File: src/source/vecPkg.sv
package vecPkg;

    localparam int numLanes     = 3;
    localparam int laneWidth    = 18;
    localparam int numRegs      = 16;
    localparam int memAddrWidth = 10;
    localparam int instrWidth   = 28;
    localparam int immWidth     = 13;
    localparam int pcWidth      = 32;

    typedef logic [laneWidth-1:0] laneWord;

    // Lane 0 sits in the least significant bits.
    typedef laneWord [numLanes-1:0] vecWord;

    typedef logic [$clog2(numRegs)-1:0] regAddr;
    typedef logic [memAddrWidth-1:0]    memAddr;

    // Field layout: op 27:25, rd 24:21, ra 20:17, rb 16:13, imm 12:0.
    typedef enum logic [2:0] {
        opNop    = 3'd0,
        opAdd    = 3'd1,
        opSub    = 3'd2,
        opAnd    = 3'd3,
        opAddImm = 3'd4,
        opMovImm = 3'd5,
        opLoad   = 3'd6,
        opStore  = 3'd7
    } opcode;

    typedef enum logic [1:0] {
        aluAdd = 2'd0,
        aluSub = 2'd1,
        aluAnd = 2'd2
    } aluOp;

    typedef enum logic [1:0] {
        fwdReg = 2'd0,
        fwdWb  = 2'd1,
        fwdMem = 2'd2
    } fwdSel;

endpackage

File: src/source/hazardIf.sv
interface hazardIf;

    vecPkg::regAddr ra1D;
    vecPkg::regAddr ra2D;
    vecPkg::regAddr ra1E;
    vecPkg::regAddr ra2E;
    vecPkg::regAddr wa3E;
    vecPkg::regAddr wa3M;
    vecPkg::regAddr wa3W;
    logic           regWriteM;
    logic           regWriteW;
    logic           memtoRegE;

    vecPkg::fwdSel  forwardA;
    vecPkg::fwdSel  forwardB;
    logic           stallF;
    logic           stallD;
    logic           flushE;

    modport dp (
        output ra1D, ra2D, ra1E, ra2E, wa3E, wa3M, wa3W,
        output regWriteM, regWriteW, memtoRegE,
        input  forwardA, forwardB, stallF, stallD, flushE
    );

    modport haz (
        input  ra1D, ra2D, ra1E, ra2E, wa3E, wa3M, wa3W,
        input  regWriteM, regWriteW, memtoRegE,
        output forwardA, forwardB, stallF, stallD, flushE
    );

endinterface

File: src/source/stageCtrlIf.sv
interface stageCtrlIf;

    logic         regWrite;
    logic         memtoReg;
    logic         memWrite;
    // Bit 0 zeroes source A, bit 1 puts the immediate on source B.
    logic [1:0]   aluSrc;
    vecPkg::aluOp aluControl;

    modport ctrl (
        output regWrite, memtoReg, memWrite, aluSrc, aluControl
    );

    modport dp (
        input regWrite, memtoReg, memWrite, aluSrc, aluControl
    );

endinterface

File: src/source/controlUnit.sv
module controlUnit (
    input  logic [vecPkg::instrWidth-1:0] instrD,
    stageCtrlIf.ctrl                      ctrl
);

    vecPkg::opcode op;

    assign op = vecPkg::opcode'(instrD[27:25]);

    always_comb begin
        ctrl.regWrite   = 1'b0;
        ctrl.memtoReg   = 1'b0;
        ctrl.memWrite   = 1'b0;
        ctrl.aluSrc     = 2'b00;
        ctrl.aluControl = vecPkg::aluAdd;
        case (op)
            vecPkg::opAdd: begin
                ctrl.regWrite = 1'b1;
            end
            vecPkg::opSub: begin
                ctrl.regWrite   = 1'b1;
                ctrl.aluControl = vecPkg::aluSub;
            end
            vecPkg::opAnd: begin
                ctrl.regWrite   = 1'b1;
                ctrl.aluControl = vecPkg::aluAnd;
            end
            vecPkg::opAddImm: begin
                ctrl.regWrite = 1'b1;
                ctrl.aluSrc   = 2'b10;
            end
            // Zero plus the immediate.
            vecPkg::opMovImm: begin
                ctrl.regWrite = 1'b1;
                ctrl.aluSrc   = 2'b11;
            end
            vecPkg::opLoad: begin
                ctrl.regWrite = 1'b1;
                ctrl.memtoReg = 1'b1;
                ctrl.aluSrc   = 2'b10;
            end
            vecPkg::opStore: begin
                ctrl.memWrite = 1'b1;
                ctrl.aluSrc   = 2'b10;
            end
            default: begin
                // A nop leaves every control inactive.
            end
        endcase
    end

endmodule

File: src/source/dataPath.sv
module dataPath (
    input  logic                          CLK,
    input  logic                          rstN,
    output logic [vecPkg::pcWidth-1:0]    pc,
    input  logic [vecPkg::instrWidth-1:0] instrF,
    output logic [vecPkg::instrWidth-1:0] instrD,
    stageCtrlIf.dp                        ctrl,
    hazardIf.dp                           haz,
    output vecPkg::memAddr                dataAddr,
    output logic                          dataWrite,
    output vecPkg::vecWord                dataWriteValue,
    input  vecPkg::vecWord                dataReadValue
);

    vecPkg::vecWord rd1D, rd2D, immD;
    vecPkg::vecWord rd1E, rd2E, immE;
    vecPkg::vecWord srcAFwd, srcAE, srcBE, writeDataE, aluResultE;
    vecPkg::vecWord aluResultM, writeDataM;
    vecPkg::vecWord aluResultW, readDataW, resultW;
    vecPkg::regAddr ra1E, ra2E, wa3E, wa3M, wa3W;
    vecPkg::aluOp   aluControlE;
    logic [1:0]     aluSrcE;
    logic           regWriteE, memtoRegE, memWriteE;
    logic           regWriteM, memtoRegM, memWriteM;
    logic           regWriteW, memtoRegW;

    function automatic vecPkg::vecWord pickOperand(input vecPkg::fwdSel sel,
                                                   input vecPkg::vecWord regVal,
                                                   input vecPkg::vecWord wbVal,
                                                   input vecPkg::vecWord memVal);
        case (sel)
            vecPkg::fwdWb:  return wbVal;
            vecPkg::fwdMem: return memVal;
            default:        return regVal;
        endcase
    endfunction

    // ##############################
    // Fetch and decode
    always_ff @(posedge CLK) begin
        if (!rstN) begin
            pc     <= '0;
            instrD <= '0;
        end else begin
            if (!haz.stallF) pc <= pc + 1'b1;
            if (!haz.stallD) instrD <= instrF;
        end
    end

    assign haz.ra1D = instrD[20:17];
    assign haz.ra2D = instrD[16:13];

    always_comb begin
        for (int i = 0; i < vecPkg::numLanes; i++) begin
            immD[i] = vecPkg::laneWord'(instrD[vecPkg::immWidth-1:0]);
        end
    end

    registerFile u_registerFile (
        .CLK (CLK),
        .ra1 (haz.ra1D),
        .ra2 (haz.ra2D),
        .rd1 (rd1D),
        .rd2 (rd2D),
        .we  (regWriteW),
        .wa  (wa3W),
        .wd  (resultW)
    );

    // ##############################
    // Execute
    always_ff @(posedge CLK) begin
        if (!rstN || haz.flushE) begin
            regWriteE   <= 1'b0;
            memtoRegE   <= 1'b0;
            memWriteE   <= 1'b0;
            aluSrcE     <= 2'b00;
            aluControlE <= vecPkg::aluAdd;
        end else begin
            regWriteE   <= ctrl.regWrite;
            memtoRegE   <= ctrl.memtoReg;
            memWriteE   <= ctrl.memWrite;
            aluSrcE     <= ctrl.aluSrc;
            aluControlE <= ctrl.aluControl;
        end
    end

    always_ff @(posedge CLK) begin
        rd1E <= rd1D;
        rd2E <= rd2D;
        immE <= immD;
        ra1E <= haz.ra1D;
        ra2E <= haz.ra2D;
        wa3E <= instrD[24:21];
    end

    assign srcAFwd    = pickOperand(haz.forwardA, rd1E, resultW, aluResultM);
    assign writeDataE = pickOperand(haz.forwardB, rd2E, resultW, aluResultM);
    assign srcAE      = aluSrcE[0] ? '0 : srcAFwd;
    assign srcBE      = aluSrcE[1] ? immE : writeDataE;

    laneAlu u_laneAlu (
        .srcA   (srcAE),
        .srcB   (srcBE),
        .op     (aluControlE),
        .result (aluResultE)
    );

    // ##############################
    // Memory and writeback
    always_ff @(posedge CLK) begin
        if (!rstN) begin
            regWriteM <= 1'b0;
            memtoRegM <= 1'b0;
            memWriteM <= 1'b0;
            regWriteW <= 1'b0;
            memtoRegW <= 1'b0;
        end else begin
            regWriteM <= regWriteE;
            memtoRegM <= memtoRegE;
            memWriteM <= memWriteE;
            regWriteW <= regWriteM;
            memtoRegW <= memtoRegM;
        end
    end

    always_ff @(posedge CLK) begin
        aluResultM <= aluResultE;
        writeDataM <= writeDataE;
        wa3M       <= wa3E;
        aluResultW <= aluResultM;
        readDataW  <= dataReadValue;
        wa3W       <= wa3M;
    end

    assign dataAddr       = aluResultM[0][vecPkg::memAddrWidth-1:0];
    assign dataWrite      = memWriteM;
    assign dataWriteValue = writeDataM;
    assign resultW        = memtoRegW ? readDataW : aluResultW;

    assign haz.ra1E      = ra1E;
    assign haz.ra2E      = ra2E;
    assign haz.wa3E      = wa3E;
    assign haz.wa3M      = wa3M;
    assign haz.wa3W      = wa3W;
    assign haz.regWriteM = regWriteM;
    assign haz.regWriteW = regWriteW;
    assign haz.memtoRegE = memtoRegE;

endmodule

File: src/source/hazardUnit.sv
module hazardUnit (
    input  logic CLK,
    input  logic rstN,
    hazardIf.haz haz
);

    logic loadUse;

    // The memory stage holds the younger result, so it wins over writeback.
    always_comb begin
        if (haz.regWriteM && (haz.wa3M == haz.ra1E)) begin
            haz.forwardA = vecPkg::fwdMem;
        end else if (haz.regWriteW && (haz.wa3W == haz.ra1E)) begin
            haz.forwardA = vecPkg::fwdWb;
        end else begin
            haz.forwardA = vecPkg::fwdReg;
        end
    end

    always_comb begin
        if (haz.regWriteM && (haz.wa3M == haz.ra2E)) begin
            haz.forwardB = vecPkg::fwdMem;
        end else if (haz.regWriteW && (haz.wa3W == haz.ra2E)) begin
            haz.forwardB = vecPkg::fwdWb;
        end else begin
            haz.forwardB = vecPkg::fwdReg;
        end
    end

    // Load data only exists after the memory stage, so a dependent
    // instruction in decode waits one cycle behind a bubble.
    assign loadUse = haz.memtoRegE &&
                     ((haz.wa3E == haz.ra1D) || (haz.wa3E == haz.ra2D));

    assign haz.stallF = loadUse;
    assign haz.stallD = loadUse;
    assign haz.flushE = loadUse;

    // The bubble clears the load from execute, so the stall cannot repeat.
    stallLastsOneCycle: assert property (
        @(posedge CLK) disable iff (!rstN) haz.stallD |=> !haz.stallD
    ) else $error("Load-use stall held decode for more than one cycle");

    memFwdNotLoad: assert property (
        @(posedge CLK) disable iff (!rstN)
        (haz.forwardA == vecPkg::fwdMem) && !$past(haz.flushE) |-> !$past(haz.memtoRegE)
    ) else $error("Operand A forwarded from a load still in the memory stage");

endmodule

File: src/source/laneAlu.sv
module laneAlu (
    input  vecPkg::vecWord srcA,
    input  vecPkg::vecWord srcB,
    input  vecPkg::aluOp   op,
    output vecPkg::vecWord result
);

    // Each lane is sized on its own, so a carry never leaves its lane.
    always_comb begin
        for (int i = 0; i < vecPkg::numLanes; i++) begin
            case (op)
                vecPkg::aluAdd: result[i] = srcA[i] + srcB[i];
                vecPkg::aluSub: result[i] = srcA[i] - srcB[i];
                vecPkg::aluAnd: result[i] = srcA[i] & srcB[i];
                default:        result[i] = '0;
            endcase
        end
    end

endmodule

File: src/source/registerFile.sv
module registerFile (
    input  logic           CLK,
    input  vecPkg::regAddr ra1,
    input  vecPkg::regAddr ra2,
    output vecPkg::vecWord rd1,
    output vecPkg::vecWord rd2,
    input  logic           we,
    input  vecPkg::regAddr wa,
    input  vecPkg::vecWord wd
);

    vecPkg::vecWord regs [vecPkg::numRegs] = '{default: '0};

    always_ff @(posedge CLK) begin
        if (we) begin
            regs[wa] <= wd;
        end
    end

    // Writeback and decode share a cycle, so decode sees the new value.
    assign rd1 = (we && (wa == ra1)) ? wd : regs[ra1];
    assign rd2 = (we && (wa == ra2)) ? wd : regs[ra2];

    writeAddrKnown: assert property (
        @(posedge CLK) we |-> !$isunknown(wa)
    ) else $error("Register write with an unknown address");

endmodule

File: src/source/vecCore.sv
module vecCore (
    input  logic                          CLK,
    input  logic                          rstN,
    output logic [vecPkg::pcWidth-1:0]    pc,
    input  logic [vecPkg::instrWidth-1:0] instr,
    output vecPkg::memAddr                dataAddr,
    output logic                          dataWrite,
    output vecPkg::vecWord                dataWriteValue,
    input  vecPkg::vecWord                dataReadValue
);

    logic [vecPkg::instrWidth-1:0] instrD;

    stageCtrlIf ctrlBus ();
    hazardIf    hazBus ();

    controlUnit u_controlUnit (
        .instrD (instrD),
        .ctrl   (ctrlBus.ctrl)
    );

    hazardUnit u_hazardUnit (
        .CLK  (CLK),
        .rstN (rstN),
        .haz  (hazBus.haz)
    );

    dataPath u_dataPath (
        .CLK            (CLK),
        .rstN           (rstN),
        .pc             (pc),
        .instrF         (instr),
        .instrD         (instrD),
        .ctrl           (ctrlBus.dp),
        .haz            (hazBus.dp),
        .dataAddr       (dataAddr),
        .dataWrite      (dataWrite),
        .dataWriteValue (dataWriteValue),
        .dataReadValue  (dataReadValue)
    );

endmodule

File: config.mk
export PLATFORM = sky130hd
export DESIGN_NAME = vecCore
export DESIGN_NICKNAME = d
export VERILOG_FILES = /design/src/source/vecPkg.sv /design/src/source/hazardIf.sv /design/src/source/stageCtrlIf.sv /design/src/source/controlUnit.sv /design/src/source/dataPath.sv /design/src/source/hazardUnit.sv /design/src/source/laneAlu.sv /design/src/source/registerFile.sv /design/src/source/vecCore.sv
export SDC_FILE = /design/constraint.sdc
export NUM_CORES = 2
export LEC_CHECK = 0
export ABC_CLOCK_PERIOD_IN_PS = 7700
export BUFFER_PORTS_ARGS = -buffer_cell sky130_fd_sc_hd__buf_4
export CAP_MARGIN = 0
export CORE_ASPECT_RATIO = 0.5
export CORE_MARGIN = 2
export CORE_UTILIZATION = 50
export CTS_CLUSTER_DIAMETER = 60
export DETAILED_ROUTE_END_ITERATION = 12
export PLACE_DENSITY = 0.76
export SYNTH_ARGS = -nofsm -noshare
export SYNTH_HDL_FRONTEND = slang
export SYNTH_SLANG_ARGS = --single-unit
File: constraint.sdc
create_clock -name CLK -period 7.7 [get_ports CLK]
set_input_delay 0.77 -clock CLK [delete_from_list [all_inputs] [get_ports CLK]]
set_output_delay 0.77 -clock CLK [all_outputs]
set_load 0.1 [all_outputs]
==> results.sh <==
export IMPL_hold_viol=0
export IMPL_synth_yosys_seq_area_share=0.593
export IMPL_grt_pass1_vias=33816
export IMPL_max_freq_ghz=0.155
export IMPL_crit_arrival_ns=7.05
export IMPL_portBuffers=180
export IMPL_post_dp_hpwl_um=103000
export IMPL_rsz0062_at_grt="no"
export IMPL_die_w_um=471
export IMPL_power_density_nw_per_um2=280
export IMPL_crit_path_cell_trace="buf_4 > mux4_2 > mux4_2 > o21ai_0 > a31oi_1 > a21boi_0 > nand4_1 > o21ai_0 > xnor2_1 > ha_1 > and3_1 > a21oi_1 > o21ai_0 > o211a_1 > o21a_1 > a311oi_1 > o21ai_0 > xnor2_1 > o21ai_1"
export IMPL_nets=3645
export IMPL_drive_above_1_share=0.298
export IMPL_synth_top_flop_cell="edfxtp_1"
export IMPL_dpl_cell_area_um2=57700
export IMPL_power_mw=17.2
export IMPL_synth_xor_area_frac=0.0218
export IMPL_internal_power_mw=11.9
export IMPL_p_seq_frac=0.483
export IMPL_cts_setup_buffers=0
export IMPL_synth_area_um2=54600
export IMPL_critPathCaptureType="register"
export IMPL_avgViaCountPerCell=6.84
export IMPL_yosys_area_share_adder=0.0144
export IMPL_clock_sinks=1185
export IMPL_antenna_found_initial=8
export IMPL_dpl_worst_slack_ns=1.23
export IMPL_io_pins=181
export IMPL_path_clk_slew_ns=0.07
export IMPL_cts_buffer_depth=3
export IMPL_fin_crit_sh=0.838
export IMPL_fp_dieArea_um2=112000
export IMPL_num_vias=34395
export IMPL_power_share_switching=0.304
export IMPL_synth_compound_area_frac=0.0508
export IMPL_worst_slack_ns=1.25
export IMPL_synth_simple_area_share=0.0534
export IMPL_worst_path_max_delay_cell="buf_4"
export IMPL_grt_usage=0.293
export IMPL_synth_top_family_by_area="multiplexers"
export IMPL_ys_warn_count=0
export IMPL_crit_fanout=59
export IMPL_hold_ws_ns=0.106
export IMPL_vdd_drop_max_uv=170
export IMPL_synthArstFlopShare=0
export IMPL_drt_initial_drc_count=5169
export IMPL_finalSetupViolCount=0
export IMPL_die_h_um=238
export IMPL_synth_seq_cells=1185
export IMPL_clock_power_share=0.317
export IMPL_synth_edf_count=864
export IMPL_insertion_delay_ns=0.76
export IMPL_fillers=7965
export IMPL_skew_ns=0.0395
export IMPL_grt_max_degree=71
export IMPL_tns_ns=0
export IMPL_worstMarginPinSlew_ns=1.45
export IMPL_slew_viol_final=0
export IMPL_synth_avg_cell_area_um2=16.2
export IMPL_core_um2=108000
export IMPL_drv_cap=0
export IMPL_p_comb_frac=0.200
export IMPL_core_rowCount=85
export IMPL_grt_pass1_wl_um=237000
export IMPL_numCtsBuffers=104
export IMPL_place_gp_congestion=0.955
export IMPL_hp_class="input pin to register"
export IMPL_post_cts_resized=0
export IMPL_synthDistinctLibCells=70
export IMPL_cts_root_buf="clkbuf_16"
export IMPL_final_cell_mix="edfxtp_1, mux4_2, dfxtp_1"
export IMPL_cp_common_cell="o21ai_0"
export IMPL_drt_pass1_iter_count=8
export IMPL_postSynthCellCount=3362
export IMPL_p_leak_nw=20.3
export IMPL_startpoint_type="register"
export IMPL_start_util=0.506
export IMPL_slew_headroom=0.0341
export IMPL_cts_tree="done"
export IMPL_p_sw_mw=5.22
export IMPL_syn_num_nets=3507
export IMPL_wl_um=165000
export IMPL_layout_min_cycle_time_ns=6.45
export IMPL_cts_hold_buf=0
export IMPL_overflow=0
export IMPL_synth_mux_area_frac=0.246
export IMPL_htree_levels=3
export IMPL_final_common_cell="edfxtp_1"
export IMPL_wire_per_inst_um=32.8
export IMPL_status="finished, final reports clean"
export IMPL_path_class="register to register"
export IMPL_area_delta_synth_final_pct=12.1
export IMPL_drc_errors=0
export IMPL_ant_nets=0
export IMPL_final_area_um2=61300
export IMPL_crit_required_ns=8.30
export IMPL_cpPeakStageDelay_ns=0.73
state kept, by name, summed over array words and instances (netlist names), 2 cells and up:
register and flops:
u_dataPath.u_registerFile.regs 864, u_dataPath.aluResultW 54, u_dataPath.dataWriteValue 54, u_dataPath.readDataW 54, u_dataPath.aluResultM 44, u_dataPath.pc 32, u_dataPath.instrD 28, u_dataPath.immE 13
u_dataPath.dataAddr 10, u_dataPath.haz.ra1E 4, u_dataPath.haz.ra2E 4, u_dataPath.haz.wa3E 4, u_dataPath.haz.wa3M 4, u_dataPath.haz.wa3W 4, u_dataPath.aluControlE 2, u_dataPath.aluSrcE 2
final cells by class:
| type | count | area (um^2) | share of cell area |
|---|---|---|---|
| timing repair buffer | 260 | 2080 | 0.0339 |
| antenna | 2 | 5.00 | 0.0000817 |
| sequential | 1185 | 32400 | 0.529 |
| clock buffer | 142 | 2940 | 0.0479 |
| clock inverter | 56 | 583 | 0.00952 |
| tap | 1435 | 1800 | 0.0293 |
| inverter | 42 | 158 | 0.00257 |
| multi-input combinational | 1907 | 21300 | 0.348 |
power by group through the flow:
stage          Clock, mW  Sequential, mW  Combinational (mW)
6_report            5.43            8.28                3.43
4_1_cts             5.47            8.26                3.35
5_1_grt             5.72            8.30                3.62
2_1_floorplan          0            8.50                2.09
3_3_place_gp           0            8.39                3.27
3_5_place_dp           0            8.40                3.33
synth_stat cells (9+ instances only):
cell / count / area (um^2)
edfxtp_1: 864 / 25900
mux4_2: 515 / 11600
dfxtp_1: 321 / 6430
nor2_1: 188 / 706
nand2_1: 123 / 462
clkbuf_1: 115 / 432
mux2i_1: 109 / 1090
o21ai_0: 93 / 465
nand3_1: 75 / 375
xnor2_1: 74 / 648
buf_1: 68 / 255
mux2_2: 68 / 766
a211oi_1: 65 / 488
xor2_1: 62 / 543
a21oi_1: 59 / 295
ha_1: 58 / 726
and2_1: 50 / 313
nor2b_1: 46 / 288
inv_1: 42 / 158
nor3_1: 34 / 170
a31oi_1: 27 / 169
buf_2: 26 / 130
and3_1: 23 / 144
nand2b_1: 23 / 144
o31ai_1: 23 / 173
buf_4: 17 / 128
a22oi_1: 15 / 113
o22ai_1: 15 / 93.8
a21boi_0: 14 / 105
o21a_1: 13 / 97.6
or3_1: 9 / 56.3
metrics by stage:
stage,cells,util
finish,5029,0.567
global route,5027,0.567
CTS,5027,0.567
detailed placement,4829,0.535
global placement,4829,0.535
floorplan,3362,-
critical path, delay by kind of cell, from the launching register on:
kind / cells / cell delay (ns)
adder cells (fa/ha/maj): 1 / 0.38
AND/OR/NAND/NOR: 2 / 0.69
buffers and inverters: 1 / 0.73
multiplexers: 2 / 0.99
XOR/XNOR: 2 / 0.30
AO/OA/AOI/OAI: 11 / 2.60
flip-flops: 1 / 0.55
final timing paths:
path	start	to	slack (ns)	cells past startpoint
worst min register to register	u_dataPath.instrD[10]	u_dataPath.immE[10]	0.35	0
worst max register to register	u_dataPath.haz.ra2E[1]	u_dataPath.aluResultM[53]	1.25	19
worst min-delay path	dataReadValue[7]	u_dataPath.readDataW[7]	0.11	1
worst max-delay path	u_dataPath.haz.ra2E[1]	u_dataPath.aluResultM[53]	1.25	19
routing by layer:
layer / up-vias / GRT usage / part of all wire
li1: 13815 / - / -
met3: 399 / 0.0866 / 0.13
met5: - / 0 / 0.00024
met4: 6 / 0.115 / 0.042
met2: 2441 / 0.442 / 0.45
met1: 17734 / 0.404 / 0.37
cell families after synthesis:
group	count (synthesis)
mux	692
fa+ha+maj	61
buf+inv	270
compound gates	412
flops	1185
xor+xnor	136
simple gates	606
Note: power is estimated with default switching activity, not from simulation.
